### src/l2_geom_pkg.sv
`default_nettype none

package l2_geom_pkg;

    // one memory line, also the unit of a refill beat
    typedef logic [127:0] line_t;

    // byte address as seen by the data cache
    typedef logic [31:0] addr_t;

    // refill group address, byte address bits 31 to 6
    typedef logic [25:0] ic_addr_t;

    // beat number inside a four-line refill
    typedef logic [1:0] seq_t;

    typedef struct packed {
        line_t line;  // line data of this beat
        seq_t  seq;   // 0..3, lowest line first
    } ic_beat_t;

    // 16 byte lines, 64 byte refill groups
    localparam int LINE_BYTES = 16;
    localparam int GROUP_LINES = 4;

endpackage

`default_nettype wire

### src/l2_line_store.sv
`timescale 1ns/1ps
`default_nettype none

// line array: refill reads on port a, data channel reads on port b and writes
module l2_line_store import l2_geom_pkg::*; #(
    parameter int MEM_LINES = 16
) (
    input  logic                         clk_i,

    input  logic [$clog2(MEM_LINES)-1:0] ra_idx_i,
    output line_t                        ra_line_o,

    input  logic [$clog2(MEM_LINES)-1:0] rb_idx_i,
    output line_t                        rb_line_o,

    input  logic                         we_i,
    input  logic [$clog2(MEM_LINES)-1:0] w_idx_i,
    input  line_t                        w_line_i
);

    localparam int IDX_W = $clog2(MEM_LINES);

    line_t mem_q [MEM_LINES];

    logic [IDX_W-1:0] ra_idx;
    logic [IDX_W-1:0] rb_idx;

    assign ra_idx = ra_idx_i;
    assign rb_idx = rb_idx_i;

    // asynchronous reads
    assign ra_line_o = mem_q[ra_idx];
    assign rb_line_o = mem_q[rb_idx];

    always_ff @(posedge clk_i) begin
        if (we_i) begin
            mem_q[w_idx_i] <= w_line_i;  // visible to both reads next cycle
        end
    end

endmodule

`default_nettype wire

### config.mk
export PLATFORM = sky130hd
export DESIGN_NAME = l2_line_store
export DESIGN_NICKNAME = d
export VERILOG_FILES = /design/src/l2_geom_pkg.sv /design/src/l2_line_store.sv
export SDC_FILE = /design/constraint.sdc
export NUM_CORES = 2
export LEC_CHECK = 0
export BUFFER_PORTS_ARGS = -buffer_cell sky130_fd_sc_hd__buf_2
export CORE_MARGIN = 1
export CORE_UTILIZATION = 44
export DETAILED_ROUTE_END_ITERATION = 16
export PLACE_DENSITY = 0.62
export REMOVE_ABC_BUFFERS = 1
export SYNTH_ARGS = -nofsm -noshare
export SYNTH_HDL_FRONTEND = slang
export SYNTH_SLANG_ARGS = --single-unit
### constraint.sdc
create_clock -name clk_i -period 21.8 [get_ports clk_i]
set_clock_uncertainty 0.1 [all_clocks]
set_input_delay 1.09 -clock clk_i [delete_from_list [all_inputs] [get_ports clk_i]]
set_output_delay 1.09 -clock clk_i [all_outputs]
set_load 0.02 [all_outputs]
==> metrics.csv <==
metric;value;unit
status;finished, final reports clean;
Critical Setup Path Class;input port to primary output;
final hold vios;0;
Ports;398;
pwr/cell area;84.95;mW/mm2
ys async rst share;0;%
layout cells sized above 1;44.22;%
setup_tns;0;ps
initial core utilization;44.44;%
initial DRC count;4334;
multiplexer share of the synthesized area;30.04;%
Peak supply drop;0.08321;mV
Post-Synth XOR/XNOR Area;0;%
Inserted Clock Buffers;218;
FF+latch area;0.06150;mm2
DR DRC count;0;
min Tclk post-route;7651;ps
area grow syn2layout;13.15;%
Yosys reg bits;2048;
chip width;460.3;um
worst path cell trace;buf_8, buf_4, buf_12, buf_4, buf_4, mux4_2, mux4_2, buf_2;
post-synth design cell area;0.09240;mm2
port bufs;397;
Synth Area in Adders;0;%
worst-path fanout max;103;
PostCTS Resize Cnt;0;
critical path's slowest cell;buf_4;
Post-Synth Simple-Gate Area;0.5362;%
CP dominant cell by count;buf_4;
crit-path max cell delay;860;ps
Final nets;4473;
Worst-path clk slew;60;ps
Mapped Avg Cell Area;23.49;um2
Synth cell types;20;
PnR Total Power;8.882;mW
Main synth FF type;edfxtp_1;
Crit. End Element;primary output;
count of antenna-violating nets left after detailed routing;0;
Min-Delay Path Class;input port to flip-flop;
number of synthesized flops with an enable pin;2048;
register area share after synthesis;66.56;%
antenna violations before repair;43;
largest family of logic cells by synthesized area;multiplexers;
CTS tree;yes;
Fillers;16300;
vias;46370;
Post-CTS Hold Buffers;0;
worst rel slew slack;30.54;%
Post-Syn Instances;3933;
final wirelength;245900;um
Max clock buf depth;3;
Tcrit/Tclk final;35.10;%
P_leak;32.67;nW
total track usage;23.49;%
Worst EP arrival;6460;ps
endpoints failing setup;0;
CTS root buf;clkbuf_16;
average vias per placed instance;6.327;
pre-CTS WS;13980;ps
Slew Viols, Final;0;
Worst Path Required;20610;ps
GRT overflow;0;
Final WS setup;14150;ps
Compound-Gate Fraction of Synth Area;1.276;%
number of global-route vias before repair;49130;
Startpoint Class;input port;
Worst-Margin Slew;1042;ps
Sink Count;2048;
first-pass GRT wire length;355900;um
GPL Wtd Cong;0.7568;
post-CTS setup buffers;0;
DRT Pass-1 Iters;5;
max_cap viols;0;
max reg flops;2048;
Die Footprint;0.2118;mm2
Warnings, synthesis;0;
largest net degree at the start of global routing;132;
Max Fclk;130.7;MHz
RSZ-0062 raised after global routing;false;
biggest regs;mem_q (2048);
Chip Height;460.3;um
Largest Register;mem_q;
routed len/inst;33.55;um
cell row count;167;
footprint of the multi-input gates;0.02955;mm2
CTS H-tree depth;4;
core area;0.2079;mm2
DP HPWL;126700;um
[placed cells by master (no fill, tap or decap), types with 22 or more instances in the layout]
cell	instances
a211oi_1	59
a21oi_1	81
buf_2	389
buf_4	79
clkbuf_1	52
clkbuf_16	219
clkinv_1	43
clkinv_2	40
diode_2	25
edfxtp_1	2048
mux2i_1	125
mux4_2	1177
nor2b_1	59
o22ai_1	22
o32ai_1	22
[per-layer routing]
layer / track usage, % / share of wire (%) / wire, um / up-vias
li1: - / - / - / 18650
met4: 6.226 / 2.5 / 6099 / 26
met5: 0 / 0.056 / 138 / -
met2: 39.32 / 51 / 124700 / 1663
met3: 4.482 / 7.2 / 17780 / 390
met1: 31.59 / 40 / 97170 / 25630
[synthesized netlist by cell type (4+ instances only)]
cell	number	area share (%)
buf_4	8	0.065
nor2_1	12	0.049
a211oi_1	59	0.48
nor3_1	4	0.022
clkbuf_1	130	0.53
o22ai_1	22	0.15
buf_1	28	0.11
a21oi_1	81	0.44
mux4_2	1177	29
nor2b_1	59	0.40
o32ai_1	22	0.21
buf_6	12	0.15
nand2b_1	4	0.027
buf_2	136	0.74
mux2i_1	125	1.4
edfxtp_1	2048	67
[kinds of logic after synthesis]
group | Yosys count
multiplexers | 1302
AO/OA/AOI/OAI | 184
AND/OR/NAND/NOR | 85
flip-flops | 2048
buffers and inverters | 314
[worst max-delay path: cells and delay by family]
family | cells | cell delay (ps)
buffers and inverters | 6 | 3700
muxes | 2 | 1180
[worst paths after layout]
path | from | endpoint | cells after the start
setup / recovery | rb_idx_i[0] | rb_line_o[109] | 8
hold / removal | w_line_i[118] | mem_q[12][118]$_DFFE_PP_ | 1
[cell type report]
type / count / area share [%]
sequential: 2048 / 58.82
multi-input combinational: 1571 / 28.26
clock buffer: 271 / 5.428
tap: 2788 / 3.336
timing repair buffer: 492 / 2.851
clock inverter: 134 / 1.243
antenna: 25 / 0.05984
[metrics by stage]
stage / instances / hold slack (ps) / cell area, um2 / utilization [%]
2_1_floorplan: 3619 / 1089 / 90930 / -
3_3_place_gp: 6899 / 1363 / 97510 / 46.90
3_5_place_dp: 6899 / 1375 / 97510 / 46.90
4_1_cts: 7304 / 417.5 / 104500 / 50.26
5_1_grt: 7313 / 443.2 / 104500 / 50.27
6_report: 7329 / 489.3 / 104600 / 50.29
[where the power goes]
part,switching [mW],total (mW),internal [mW]
combinational,0.458,0.802,0.344
clock,1.55,3.63,2.08
sequential,0.0306,4.45,4.42
No activity file was read; power rests on OpenSTA's default activity.
