<file path="config.mk">
export PLATFORM = sky130hd
export DESIGN_NAME = l2_icache_port
export DESIGN_NICKNAME = d
export VERILOG_FILES = /design/src/l2_geom_pkg.sv /design/src/l2_icache_port.sv
export SDC_FILE = /design/constraint.sdc
export NUM_CORES = 1
export LEC_CHECK = 0
export BUFFER_PORTS_ARGS = -buffer_cell sky130_fd_sc_hd__buf_2
export CAP_MARGIN = 20
export CORE_AREA = 3 3 113 115
export CTS_CLUSTER_DIAMETER = 40
export DETAILED_ROUTE_END_ITERATION = 8
export DIE_AREA = 0 0 116 118
export HOLD_SLACK_MARGIN = 0.06
export PLACE_DENSITY = 0.51
export SLEW_MARGIN = 20
export SYNTH_ARGS = -nofsm -noshare
export SYNTH_HDL_FRONTEND = slang
export SYNTH_SLANG_ARGS = --single-unit
</file>
<file path="constraint.sdc">
create_clock -name clk_i -period 2.45 [get_ports clk_i]
set_clock_uncertainty 0.15 [all_clocks]
set_input_delay 0.49 -clock clk_i [delete_from_list [all_inputs] [get_ports clk_i]]
set_output_delay 0.49 -clock clk_i [all_outputs]
set_load 0.01 [all_outputs]
</file>
<file path="src/l2_geom_pkg.sv">
`default_nettype none

package l2_geom_pkg;

    // one memory line, also the unit of a refill beat
    typedef logic [127:0] line_t;

    // byte address as seen by the data cache
    typedef logic [31:0] addr_t;

    // refill group address, byte address bits 31 to 6
    typedef logic [25:0] ic_addr_t;

    // beat number inside a four-line refill
    typedef logic [1:0] seq_t;

    typedef struct packed {
        line_t line;  // line data of this beat
        seq_t  seq;   // 0..3, lowest line first
    } ic_beat_t;

    // 16 byte lines, 64 byte refill groups
    localparam int LINE_BYTES = 16;
    localparam int GROUP_LINES = 4;

endpackage

`default_nettype wire

</file>
<file path="src/l2_icache_port.sv">
`timescale 1ns/1ps
`default_nettype none

module l2_icache_port import l2_geom_pkg::*; #(
    parameter int MEM_LINES  = 16,
    parameter int INST_DELAY = 6
) (
    input  logic                         clk_i,
    input  logic                         rstn_i,
    input  ic_addr_t                     ic_addr_i,
    input  logic                         ic_valid_i,
    output logic                         ic_ready_o,
    output ic_beat_t                     ic_beat_o,
    output logic                         ic_valid_o,
    output logic [$clog2(MEM_LINES)-1:0] rd_idx_o,
    input  line_t                        rd_line_i
);

    localparam int IDX_W = $clog2(MEM_LINES);
    localparam int CNT_W = $clog2(INST_DELAY + 1);

    typedef enum logic [1:0] {RF_IDLE, RF_WAIT, RF_BURST} rf_state_e;

    rf_state_e        state_q;
    logic [CNT_W-1:0] cnt_q;   // cycles left before the burst
    ic_addr_t         grp_q;
    seq_t             seq_q;
    logic [27:0]      line_num;

    always_ff @(posedge clk_i or negedge rstn_i) begin
        if (!rstn_i) begin
            state_q <= RF_IDLE;
            cnt_q   <= '0;
            seq_q   <= '0;
        end else begin
            case (state_q)
                RF_IDLE: begin
                    if (ic_valid_i) begin
                        seq_q <= '0;
                        cnt_q <= CNT_W'(INST_DELAY - 1);
                        if (INST_DELAY == 1) begin
                            state_q <= RF_BURST;  // first beat right away
                        end else begin
                            state_q <= RF_WAIT;
                        end
                    end
                end
                RF_WAIT: begin
                    cnt_q <= cnt_q - 1'b1;
                    if (cnt_q == CNT_W'(1)) begin
                        state_q <= RF_BURST;
                    end
                end
                RF_BURST: begin
                    seq_q <= seq_q + 1'b1;  // wraps back to 0 after beat 3
                    if (seq_q == 2'd3) begin
                        state_q <= RF_IDLE;
                    end
                end
                default: state_q <= RF_IDLE;
            endcase
        end
    end

    always_ff @(posedge clk_i) begin
        if (ic_ready_o && ic_valid_i) begin
            grp_q <= ic_addr_i;
        end
    end

    // group*4 + beat, wrapped to the array size
    assign line_num = {grp_q, seq_q};
    assign rd_idx_o = line_num[IDX_W-1:0];

    assign ic_ready_o = (state_q == RF_IDLE);
    assign ic_valid_o = (state_q == RF_BURST);
    assign ic_beat_o  = '{line: rd_line_i, seq: seq_q};

endmodule

`default_nettype wire

</file>
==> out/results.tsv, run 1 <==
metric	value	unit
outcome	finished, final reports clean	
M2 GR Usage	3.633	%
area share of the largest cell type after synthesis	69.77	%
DP Area	666.9	um^2
area of the multi-input gates	168.9	um^2
die area	13690	um^2
Num CTS Buffers	3	
LEAKAGE	0.3029	nW
H-tree level count	1	
Crit Path Class	register to output port	
actual slew at the worst max-slew pin	222.8	ps
Final Hold Vio Count	0	
Yosys cell types	18	
Reg-to-Reg End	cnt_q[2]	
CTS Sinks	9	
# setup viols final	0	
Crit. Startpoint	state_q[0]	
grt ovf	0	
hold_buf cts	1	
sequential element share of the synthesized area	16.82	%
synthesized area	1399	um^2
post-CTS resize count	0	
CTS clk-pin slew, worst paths	40	ps
die height	118	um
Highest Clock Rate	597.2	MHz
core region area	11910	um^2
initial antenna violation count	0	
Yosys reg bits	9	
routed vias/inst	2.245	
Avg Inst Size Synth	8.635	um^2
fillers	1394	
Worst EP required	1810	ps
final core utilization	6.345	%
Initial Util	11.74	%
reg2reg start	cnt_q[0]	
first-pass GRT wire length	3.008	mm
Worst Hold Depth	1	
max cap viols	0	
GP Congestion	0.6694	
Reg2Reg Setup Slack	1190	ps
Core Rows	40	
drc violations	0	
number of global-route vias before repair	445	
Clock Tree Root	clkbuf_16	
synth warn	0	
P per Cell Area	1120	nW/um^2
Worst Hold Endpoint	grp_q[0]	
Cells after Synth	162	
fin nets	210	
TritonRoute pass-1 iters	3	
final WL	2.313	mm
layout cell share with drive strength beyond 1	40.82	%
met1 GRT Util	1.397	%
net count after synthesis	322	
die width	116	um
Tmin final	1674	ps
port bufs	12	
crit path DAT	1030	ps
peak supply drop	0.2314	mV
Starting DRT DRC Count	7	
area leader, netlist	buf_4	
met3 usage	4.370	%
CTS tree	yes	
Hold Crit Class	input pin to register	
RSZ-0062 raised after global routing	false	
I/O pins	293	
Final Cycle Share	68.34	%
Relative slew margins	85.11	%
largest net degree at the start of global routing	8	
postcts setup bufs	0	
Routed Antenna Nets	0	
routed vias	440	
clk_lat worst skew	240	ps
worst-path maximum fanout	7	
Worst R2R Path Depth	4	
HPWL after DPL	1.948	mm
design area	755.7	um^2
wire length per cell	11.80	um
GRT Total Usage	3.058	%
leading post-synthesis cells by cell area	buf_4 (70%), dfrtp_1 (13%), edfxtp_1 (4.3%)	
CP endpoint kind	output port	
hold_sp	ic_addr_i[0]	
Reg area	235.2	um^2
CP Launch Type	register	
final max-slew violation count	0	
Fin Setup TNS	0	ps
Clock Path Buffers	2	
gr busiest metal	met4	
total power	0.0008466	W
P&R area growth vs syn	-45.97	%
Ant. Diodes	0	
==> stage by stage <==
stage                     hold slack (ps)  instances  setup WS [ps]
after floorplan                     44.41        162           1175
final                               280.4        196          775.6
after detailed placement            189.6        191           1027
after global routing                284.3        196          713.8
after global placement              186.3        191           1020
after CTS                           275.6        196          768.6
==> how the worst max path moves through the flow <==
stage / endpoint / slack [ps]
detailed placement: ic_valid_o / 1030
global placement: ic_valid_o / 1020
floorplan: ic_ready_o / 1170
CTS: ic_valid_o / 770
global route: ic_valid_o / 710
finish: ic_valid_o / 780
==> critical path: stages, from the launching register on <==
cell	delay [ps]
dfrtp_1	440
nor2b_2	200
buf_2	160
==> cells by family (layout without fill, tap and decap cells) <==
| group | after synthesis | count (layout) | synth area share [%] |
|---|---|---|---|
| DFF | 9 | 9 | 16.82 |
| AOI/OAI and AO/OA | 7 | 7 | 4.830 |
| and+or+nand+nor | 6 | 6 | 3.041 |
| muxes | 2 | 2 | 1.521 |
| buffers and inverters | 135 | 22 | 71.11 |
| adders and majority gates | 3 | 3 | 2.684 |
==> where the power goes <==
group	internal (W)	total (W)	switching, W
logic	0.000153	0.000289	0.000136
clock network	0.000218	0.000291	0.0000733
registers	0.000215	0.000266	0.0000510
total	0.000586	0.000847	0.000260
==> cells in the final DEF (no fill, tap or decap) <==
cell type and instances:
and2_1 2, o21bai_1 1, mux2i_1 1, edfxtp_1 2
o21bai_2 1, buf_2 12, inv_1 5, a221oi_2 1
nor3b_1 1, a22o_1 2, and2b_4 1, dfrtp_1 7
clkbuf_16 3, dlygate4sd3_1 1, nor2b_2 1, a31oi_1 1
ha_1 3, a32o_1 1, nor2_1 1, mux2_2 1
clkbuf_1 1
==> cell usage after synthesis <==
cell,instances
a221oi_2,1
a22o_1,2
a31oi_1,1
a32o_1,1
and2_1,2
and2b_4,1
buf_4,130
dfrtp_1,7
edfxtp_1,2
ha_1,3
inv_1,5
mux2_2,1
mux2i_1,1
nor2_1,1
nor2b_2,1
nor3b_1,1
o21bai_1,1
o21bai_2,1
==> state kept, by name, summed over array words and instances, names as in the netlist <==
register  flops
cnt_q         3
grp_q         2
seq_q         2
state_q       2
==> cell type report <==
cell class / count / area share, %
clock buffers: 4 / 10.43
inverters: 5 / 2.483
multi-input cells: 18 / 22.35
flip-flops and latches: 9 / 31.13
well taps: 147 / 24.34
repair buffers: 13 / 9.272
==> layer usage <==
layer	vias to the layer above	part of all wire, %	wire length (um)
li1	146	-	-
met1	183	18	409
met2	68	36	832
met3	43	32	738
met4	0	14	332
met5	-	0	0
Power figures use the tool's default switching activity.
==> run 2: changes to the inputs <==
--- a/config.mk
+++ b/config.mk
@@ -7,12 +7,12 @@
 export LEC_CHECK = 0
 export BUFFER_PORTS_ARGS = -buffer_cell sky130_fd_sc_hd__buf_2
 export CAP_MARGIN = 20
-export CORE_AREA = 3 3 113 115
+export CORE_AREA = 3 3 112 114
 export CTS_CLUSTER_DIAMETER = 40
 export DETAILED_ROUTE_END_ITERATION = 8
-export DIE_AREA = 0 0 116 118
+export DIE_AREA = 0 0 115 117
 export HOLD_SLACK_MARGIN = 0.06
-export PLACE_DENSITY = 0.51
+export PLACE_DENSITY = 0.53
 export SLEW_MARGIN = 20
 export SYNTH_ARGS = -nofsm -noshare
 export SYNTH_HDL_FRONTEND = slang
==> constraint.sdc (replaced) <==
create_clock -name clk_i -period 1.35 [get_ports clk_i]
set_clock_uncertainty 0.15 [all_clocks]
set_input_delay 0.27 -clock clk_i [delete_from_list [all_inputs] [get_ports clk_i]]
set_output_delay 0.27 -clock clk_i [all_outputs]
set_load 0.01 [all_outputs]
==> run 2 against run 1 <==
Flip-flop and latch count stayed put. Register-to-register slack worse by 1100 ps. Global-route usage is 0.64 points higher. Final cell count stayed put. Die area is 1.7% lower. Critical endpoint unchanged.
==> out/results.tsv, run 2 (synthesis gave the netlist of run 1 again) <==
metric	value	unit	change
number of global-route vias before repair	544		was 445
worst-path maximum fanout	4		was 7
Fin Setup TNS	0	ps	unchanged
CP endpoint kind	output port		unchanged
sequential power share	29.2	%	was 31.5%
clock share of power	31.8	%	was 34.4%
# setup viols final	0		unchanged
placed cells	187		was 191
port bufs	12		unchanged
CTS tree	yes		unchanged
Initial Util	12.15	%	was 11.74%
GP Congestion	0.6935		was 0.6694
Starting DRT DRC Count	19		was 7
CTS clk-pin slew, worst paths	40	ps	about the same
commonest non-fill, non-tap cell in the layout	buf_2		unchanged
Worst EP required	930	ps	was 1810 ps
fillers	1353		was 1394
Clock Tree Root	clkbuf_16		unchanged
Ant. Diodes	0		unchanged
CTS Sinks	9		unchanged
LEAKAGE	0.3260	nW	was 0.3029 nW
slowest cell on the critical path	dfrtp_2		was dfrtp_1
setup ws final	8.912	ps	was 775.6 ps
Comb power frac	39.0	%	was 34.2%
P&R area growth vs syn	-42.93	%	was -45.97%
CP peak stage delay	430	ps	was 440 ps
I/O pins	293		unchanged
actual slew at the worst max-slew pin	251.8	ps	was 222.8 ps
routed vias/inst	2.597		was 2.245
layout cell share with drive strength beyond 1	50.94	%	was 40.82%
HPWL after DPL	2.155	mm	was 1.948 mm
H-tree level count	1		unchanged
final max-slew violation count	0		unchanged
Crit Path Class	register to output port		unchanged
Tmin final	1341	ps	
DP Area	661.9	um^2	was 666.9 um^2
max cap viols	0		unchanged
Non-Filler Instances	196		unchanged
grt ovf	0		unchanged
RSZ-0062 raised after global routing	true		was false
P per Cell Area	2066	nW/um^2	was 1120 nW/um^2
switching pwr	0.0005063	W	was 0.0002603 W
max reg flops	3		unchanged
CP delay by family, top	flip-flops		unchanged
core region area	11520	um^2	was 11910 um^2
switching share of power	30.69	%	was 30.75%
die area	13460	um^2	was 13690 um^2
Relative slew margins	83.20	%	was 85.11%
crit path cell chain	nor2b_4, buf_6		was nor2b_2, buf_2
GRT Total Usage	3.697	%	was 3.058%
die width	115	um	was 116 um
CP Launch Type	register		unchanged
final WL	2.716	mm	was 2.313 mm
crit path DAT	920	ps	was 1030 ps
outcome	finished, final reports clean		unchanged
fin nets	214		was 210
first-pass GRT wire length	3.601	mm	was 3.008 mm
TritonRoute pass-1 iters	2		was 3
most frequent cells in the layout	buf_2 (11), dfrtp_1 (6), inv_1 (5), buf_4 (4)		was buf_2 (12), dfrtp_1 (7), inv_1 (5), ha_1 (3), clkbuf_16 (3)
design area	798.3	um^2	was 755.7 um^2
Pint	0.001143	W	was 0.0005863 W
Hold Crit Class	input pin to register		unchanged
Highest Clock Rate	745.7	MHz	
total power	0.001650	W	was 0.0008466 W
routed vias	509		was 440
Clock Path Buffers	2		unchanged
wire length per cell	13.86	um	was 11.80 um
peak supply drop	0.4261	mV	was 0.2314 mV
Core Rows	39		was 40
register with the most flip-flops	cnt_q		unchanged
Final Cycle Share	99.34	%	
Bufs and invs on worst path	1		unchanged
largest net degree at the start of global routing	8		unchanged
Final Hold Vio Count	0		unchanged
drc violations	0		unchanged
clk_lat worst skew	230	ps	was 240 ps
die height	117	um	was 118 um
initial antenna violation count	0		unchanged
pre-CTS worst setup slack	91.36	ps	was 1027 ps
Routed Antenna Nets	0		unchanged
Num CTS Buffers	3		unchanged
-- run 2: final timing paths --
path                                   start    endpoint  slack, ps  cells past startpoint
worst min-delay path            ic_addr_i[0]    grp_q[0]         70                      1
worst max-delay path              state_q[0]  ic_valid_o          9                      2
worst min register to register      cnt_q[0]    cnt_q[0]        350                      1
worst max register to register    state_q[0]  state_q[1]         60                      3
max in group asynchronous             rstn_i  state_q[0]        620                      2
min in group asynchronous             rstn_i    cnt_q[0]        250                      2
-- run 2: timing repair --
item                                    4_1_cts  5_1_grt
endpoints found under the setup margin        2        3
pin swaps                                     0        2
resized for setup                             1        4
setup buffers                                 4        0
hold buffers                                  1        0
endpoints found under the hold margin         7        0
-- run 2: worst reg2reg max path: cells and delay by family, from the launching register on --
family / cells / cell delay [ps]
DFF: 1 / 430
AOI/OAI and AO/OA: 1 / 250
and+or+nand+nor: 1 / 180
buffers and inverters: 1 / 160
-- run 2: cell type report --
class                      count  area, um^2  area share [%]
inverter                       5       18.77           2.351
timing repair buffer          17       106.4           13.32
multi-input combinational     18       178.9           22.41
tap                          143       178.9           22.41
sequential                     9       236.5           29.62
clock buffer                   4       78.83           9.875
-- run 2: power by group through the flow --
stage          Clock, W  Sequential, W  Combinational (W)
6_report       0.000525       0.000481           0.000643
5_1_grt        0.000555       0.000498           0.000730
4_1_cts        0.000541       0.000472           0.000620
3_5_place_dp          0       0.000487           0.000536
3_3_place_gp          0       0.000484           0.000530
2_1_floorplan         0       0.000488           0.000799
-- run 2: layer usage --
| metal | track usage [%] | wire [um] |
|---|---|---|
| met1 | 1.553 | 453 |
| met2 | 4.900 | 1123 |
| met3 | 4.679 | 793 |
| met4 | 5.947 | 347 |
| met5 | 0 | 0 |
-- run 2: per-stage QoR --
stage | util, % | hold WS (ps)
after detailed placement | 5.748 | -32.44
after global placement | 5.748 | -32.19
after floorplan | - | -175.6
final | 6.932 | 65.70
after global routing | 6.932 | 61.83
after CTS | 6.791 | 61.72
==> run 3: changes to the inputs <==
--- a/config.mk
+++ b/config.mk
@@ -12,7 +12,7 @@
 export DETAILED_ROUTE_END_ITERATION = 8
 export DIE_AREA = 0 0 115 117
 export HOLD_SLACK_MARGIN = 0.06
-export PLACE_DENSITY = 0.53
+export PLACE_DENSITY = 0.57
 export SLEW_MARGIN = 20
 export SYNTH_ARGS = -nofsm -noshare
 export SYNTH_HDL_FRONTEND = slang
==> run 3 against run 2 <==
The flow now finishes with violations (setup timing). Non-clock buffer count fell by 1. Maximum frequency fell by 1.0%. Cell area shrank 1.3%. Sequential share of layout area up 0.38 points. Total power is 2.4% lower. Setup slack lost 14 ps. Worst hold slack worse by 4.1 ps. Critical path depth did not move. Flip-flop and latch count unchanged. Via count down 6.5%. Critical path type unchanged.
==> out/results.tsv, run 3 (synthesis gave the netlist of run 1 again) <==
metric	value	unit	change
outcome	finished with violations		was finished, final reports clean
failing checks	setup timing		
die height	117	um	unchanged
CP Launch Type	register		unchanged
LEAKAGE	0.3188	nW	was 0.3260 nW
CTS Sinks	9		unchanged
Reg2Reg Setup Slack	50	ps	was 60 ps
commonest non-fill, non-tap cell in the layout	buf_2		unchanged
Pint	0.001117	W	was 0.001143 W
Final Hold Vio Count	0		unchanged
core region area	11520	um^2	unchanged
I/O pins	293		unchanged
setup ws final	-4.982	ps	was 8.912 ps
Worst Hold Endpoint	grp_q[0]		unchanged
# setup viols final	1		was 0
DP Area	661.9	um^2	unchanged
die width	115	um	unchanged
Comb power frac	37.5	%	was 39.0%
total power	0.001611	W	was 0.001650 W
routed vias	476		was 509
clock share of power	32.2	%	was 31.8%
max reg flops	3		unchanged
peak supply drop	0.4614	mV	was 0.4261 mV
GP Congestion	0.7081		was 0.6935
P per Cell Area	2043	nW/um^2	was 2066 nW/um^2
GRT Total Usage	3.107	%	was 3.697%
Core Rows	39		unchanged
Worst Hold Depth	1		unchanged
Crit Path Class	register to output port		unchanged
fin nets	213		was 214
Tmin final	1355	ps	was 1341 ps
TritonRoute pass-1 iters	4		was 2
initial antenna violation count	0		unchanged
hold_sp	ic_addr_i[0]		unchanged
Initial Util	12.15	%	unchanged
Highest Clock Rate	738.0	MHz	was 745.7 MHz
Routed Antenna Nets	0		unchanged
drc violations	0		unchanged
final WL	2.257	mm	was 2.716 mm
sequential power share	30.2	%	was 29.2%
number of global-route vias before repair	523		was 544
CTS tree	yes		unchanged
CP endpoint kind	output port		unchanged
routed vias/inst	2.441		was 2.597
final core utilization	6.845	%	was 6.932%
Clock Tree Root	clkbuf_16		unchanged
design area	788.3	um^2	was 798.3 um^2
H-tree level count	1		unchanged
reg2reg start	state_q[1]		was state_q[0]
first-pass GRT wire length	3.063	mm	was 3.601 mm
crit path DAT	930	ps	was 920 ps
Reg-to-Reg End	cnt_q[2]		was state_q[1]
Ant. Diodes	0		unchanged
Fin Setup TNS	-4.982	ps	was 0 ps
Clock Path Buffers	2		unchanged
worst-path maximum fanout	4		unchanged
Starting DRT DRC Count	10		was 19
P&R area growth vs syn	-43.65	%	was -42.93%
Worst R2R Path Depth	3		unchanged
clk_lat worst skew	230	ps	about the same
largest net degree at the start of global routing	8		unchanged
port bufs	12		unchanged
layout cell share with drive strength beyond 1	48.08	%	was 50.94%
actual slew at the worst max-slew pin	233.7	ps	was 251.8 ps
Worst EP required	930	ps	about the same
switching pwr	0.0004933	W	was 0.0005063 W
final max-slew violation count	0		unchanged
CTS clk-pin slew, worst paths	40	ps	about the same
Relative slew margins	84.41	%	was 83.20%
most frequent cells in the layout	buf_2 (11), dfrtp_1 (6), inv_1 (5)		was buf_2 (11), dfrtp_1 (6), inv_1 (5), buf_4 (4)
grt ovf	0		unchanged
Hold Crit Class	input pin to register		unchanged
switching share of power	30.63	%	was 30.69%
die area	13460	um^2	unchanged
wire length per cell	11.57	um	was 13.86 um
HPWL after DPL	1.786	mm	was 2.155 mm
Final Cycle Share	100.4	%	was 99.34%
Num CTS Buffers	3		unchanged
RSZ-0062 raised after global routing	true		unchanged
register with the most flip-flops	cnt_q		unchanged
max cap viols	0		unchanged
==> run 3: critical path, cell delays in order, from the launching register on <==
cell and delay [ps]:
dfrtp_1 410, nor2b_4 190, buf_6 110
==> run 3: worst max-delay path by stage <==
stage / depth (start not counted) / from / end
6_report: 2 / state_q[1] / ic_valid_o
4_1_cts: 2 / state_q[1] / ic_valid_o
5_1_grt: 2 / state_q[1] / ic_valid_o
2_1_floorplan: 2 / state_q[0] / grp_q[0]
3_5_place_dp: 4 / cnt_q[0] / cnt_q[2]
3_3_place_gp: 4 / cnt_q[0] / cnt_q[2]
==> run 3: timing repair <==
action	4_1_cts	5_1_grt
gates resized for setup	1	3
hold endpoints to repair	7	0
pin swaps	0	0
buffers inserted	3	0
hold buffers	1	0
endpoints found under the setup margin	2	2
==> run 3: power by group through the flow <==
stage	Clock [W]	Sequential, W	Combinational, W
floorplan	0	0.000488	0.000799
global placement	0	0.000483	0.000523
detailed placement	0	0.000488	0.000530
CTS	0.000536	0.000472	0.000591
global route	0.000550	0.000506	0.000672
finish	0.000519	0.000487	0.000605
==> run 3: stage by stage <==
| stage | hold slack, ps | std cells | setup slack (ps) |
|---|---|---|---|
| floorplan | -175.6 | 162 | 80.38 |
| global placement | -33.00 | 187 | 108.2 |
| detailed placement | -33.46 | 187 | 91.07 |
| CTS | 60.72 | 195 | 3.620 |
| global route | 61.57 | 195 | -51.30 |
| finish | 61.62 | 195 | -4.982 |
==> run 3: cell type report <==
class / instances / area [um^2]
repair buffers: 16 / 98.84
well taps: 143 / 178.9
fillers: 1348 / 10730
clock buffers: 4 / 78.83
inverters: 5 / 18.77
flip-flops and latches: 9 / 236.5
multi-input cells: 18 / 176.4
==> run 3: routing by layer <==
| layer | share of wire, % | up-vias | GRT usage (%) | wire (um) |
|---|---|---|---|---|
| met5 | 0 | - | 0 | 0 |
| met4 | 14 | 0 | 5.477 | 321 |
| met3 | 28 | 46 | 4.113 | 629 |
| met2 | 40 | 91 | 3.742 | 900 |
| met1 | 18 | 186 | 1.305 | 404 |
| li1 | - | 153 | - | - |
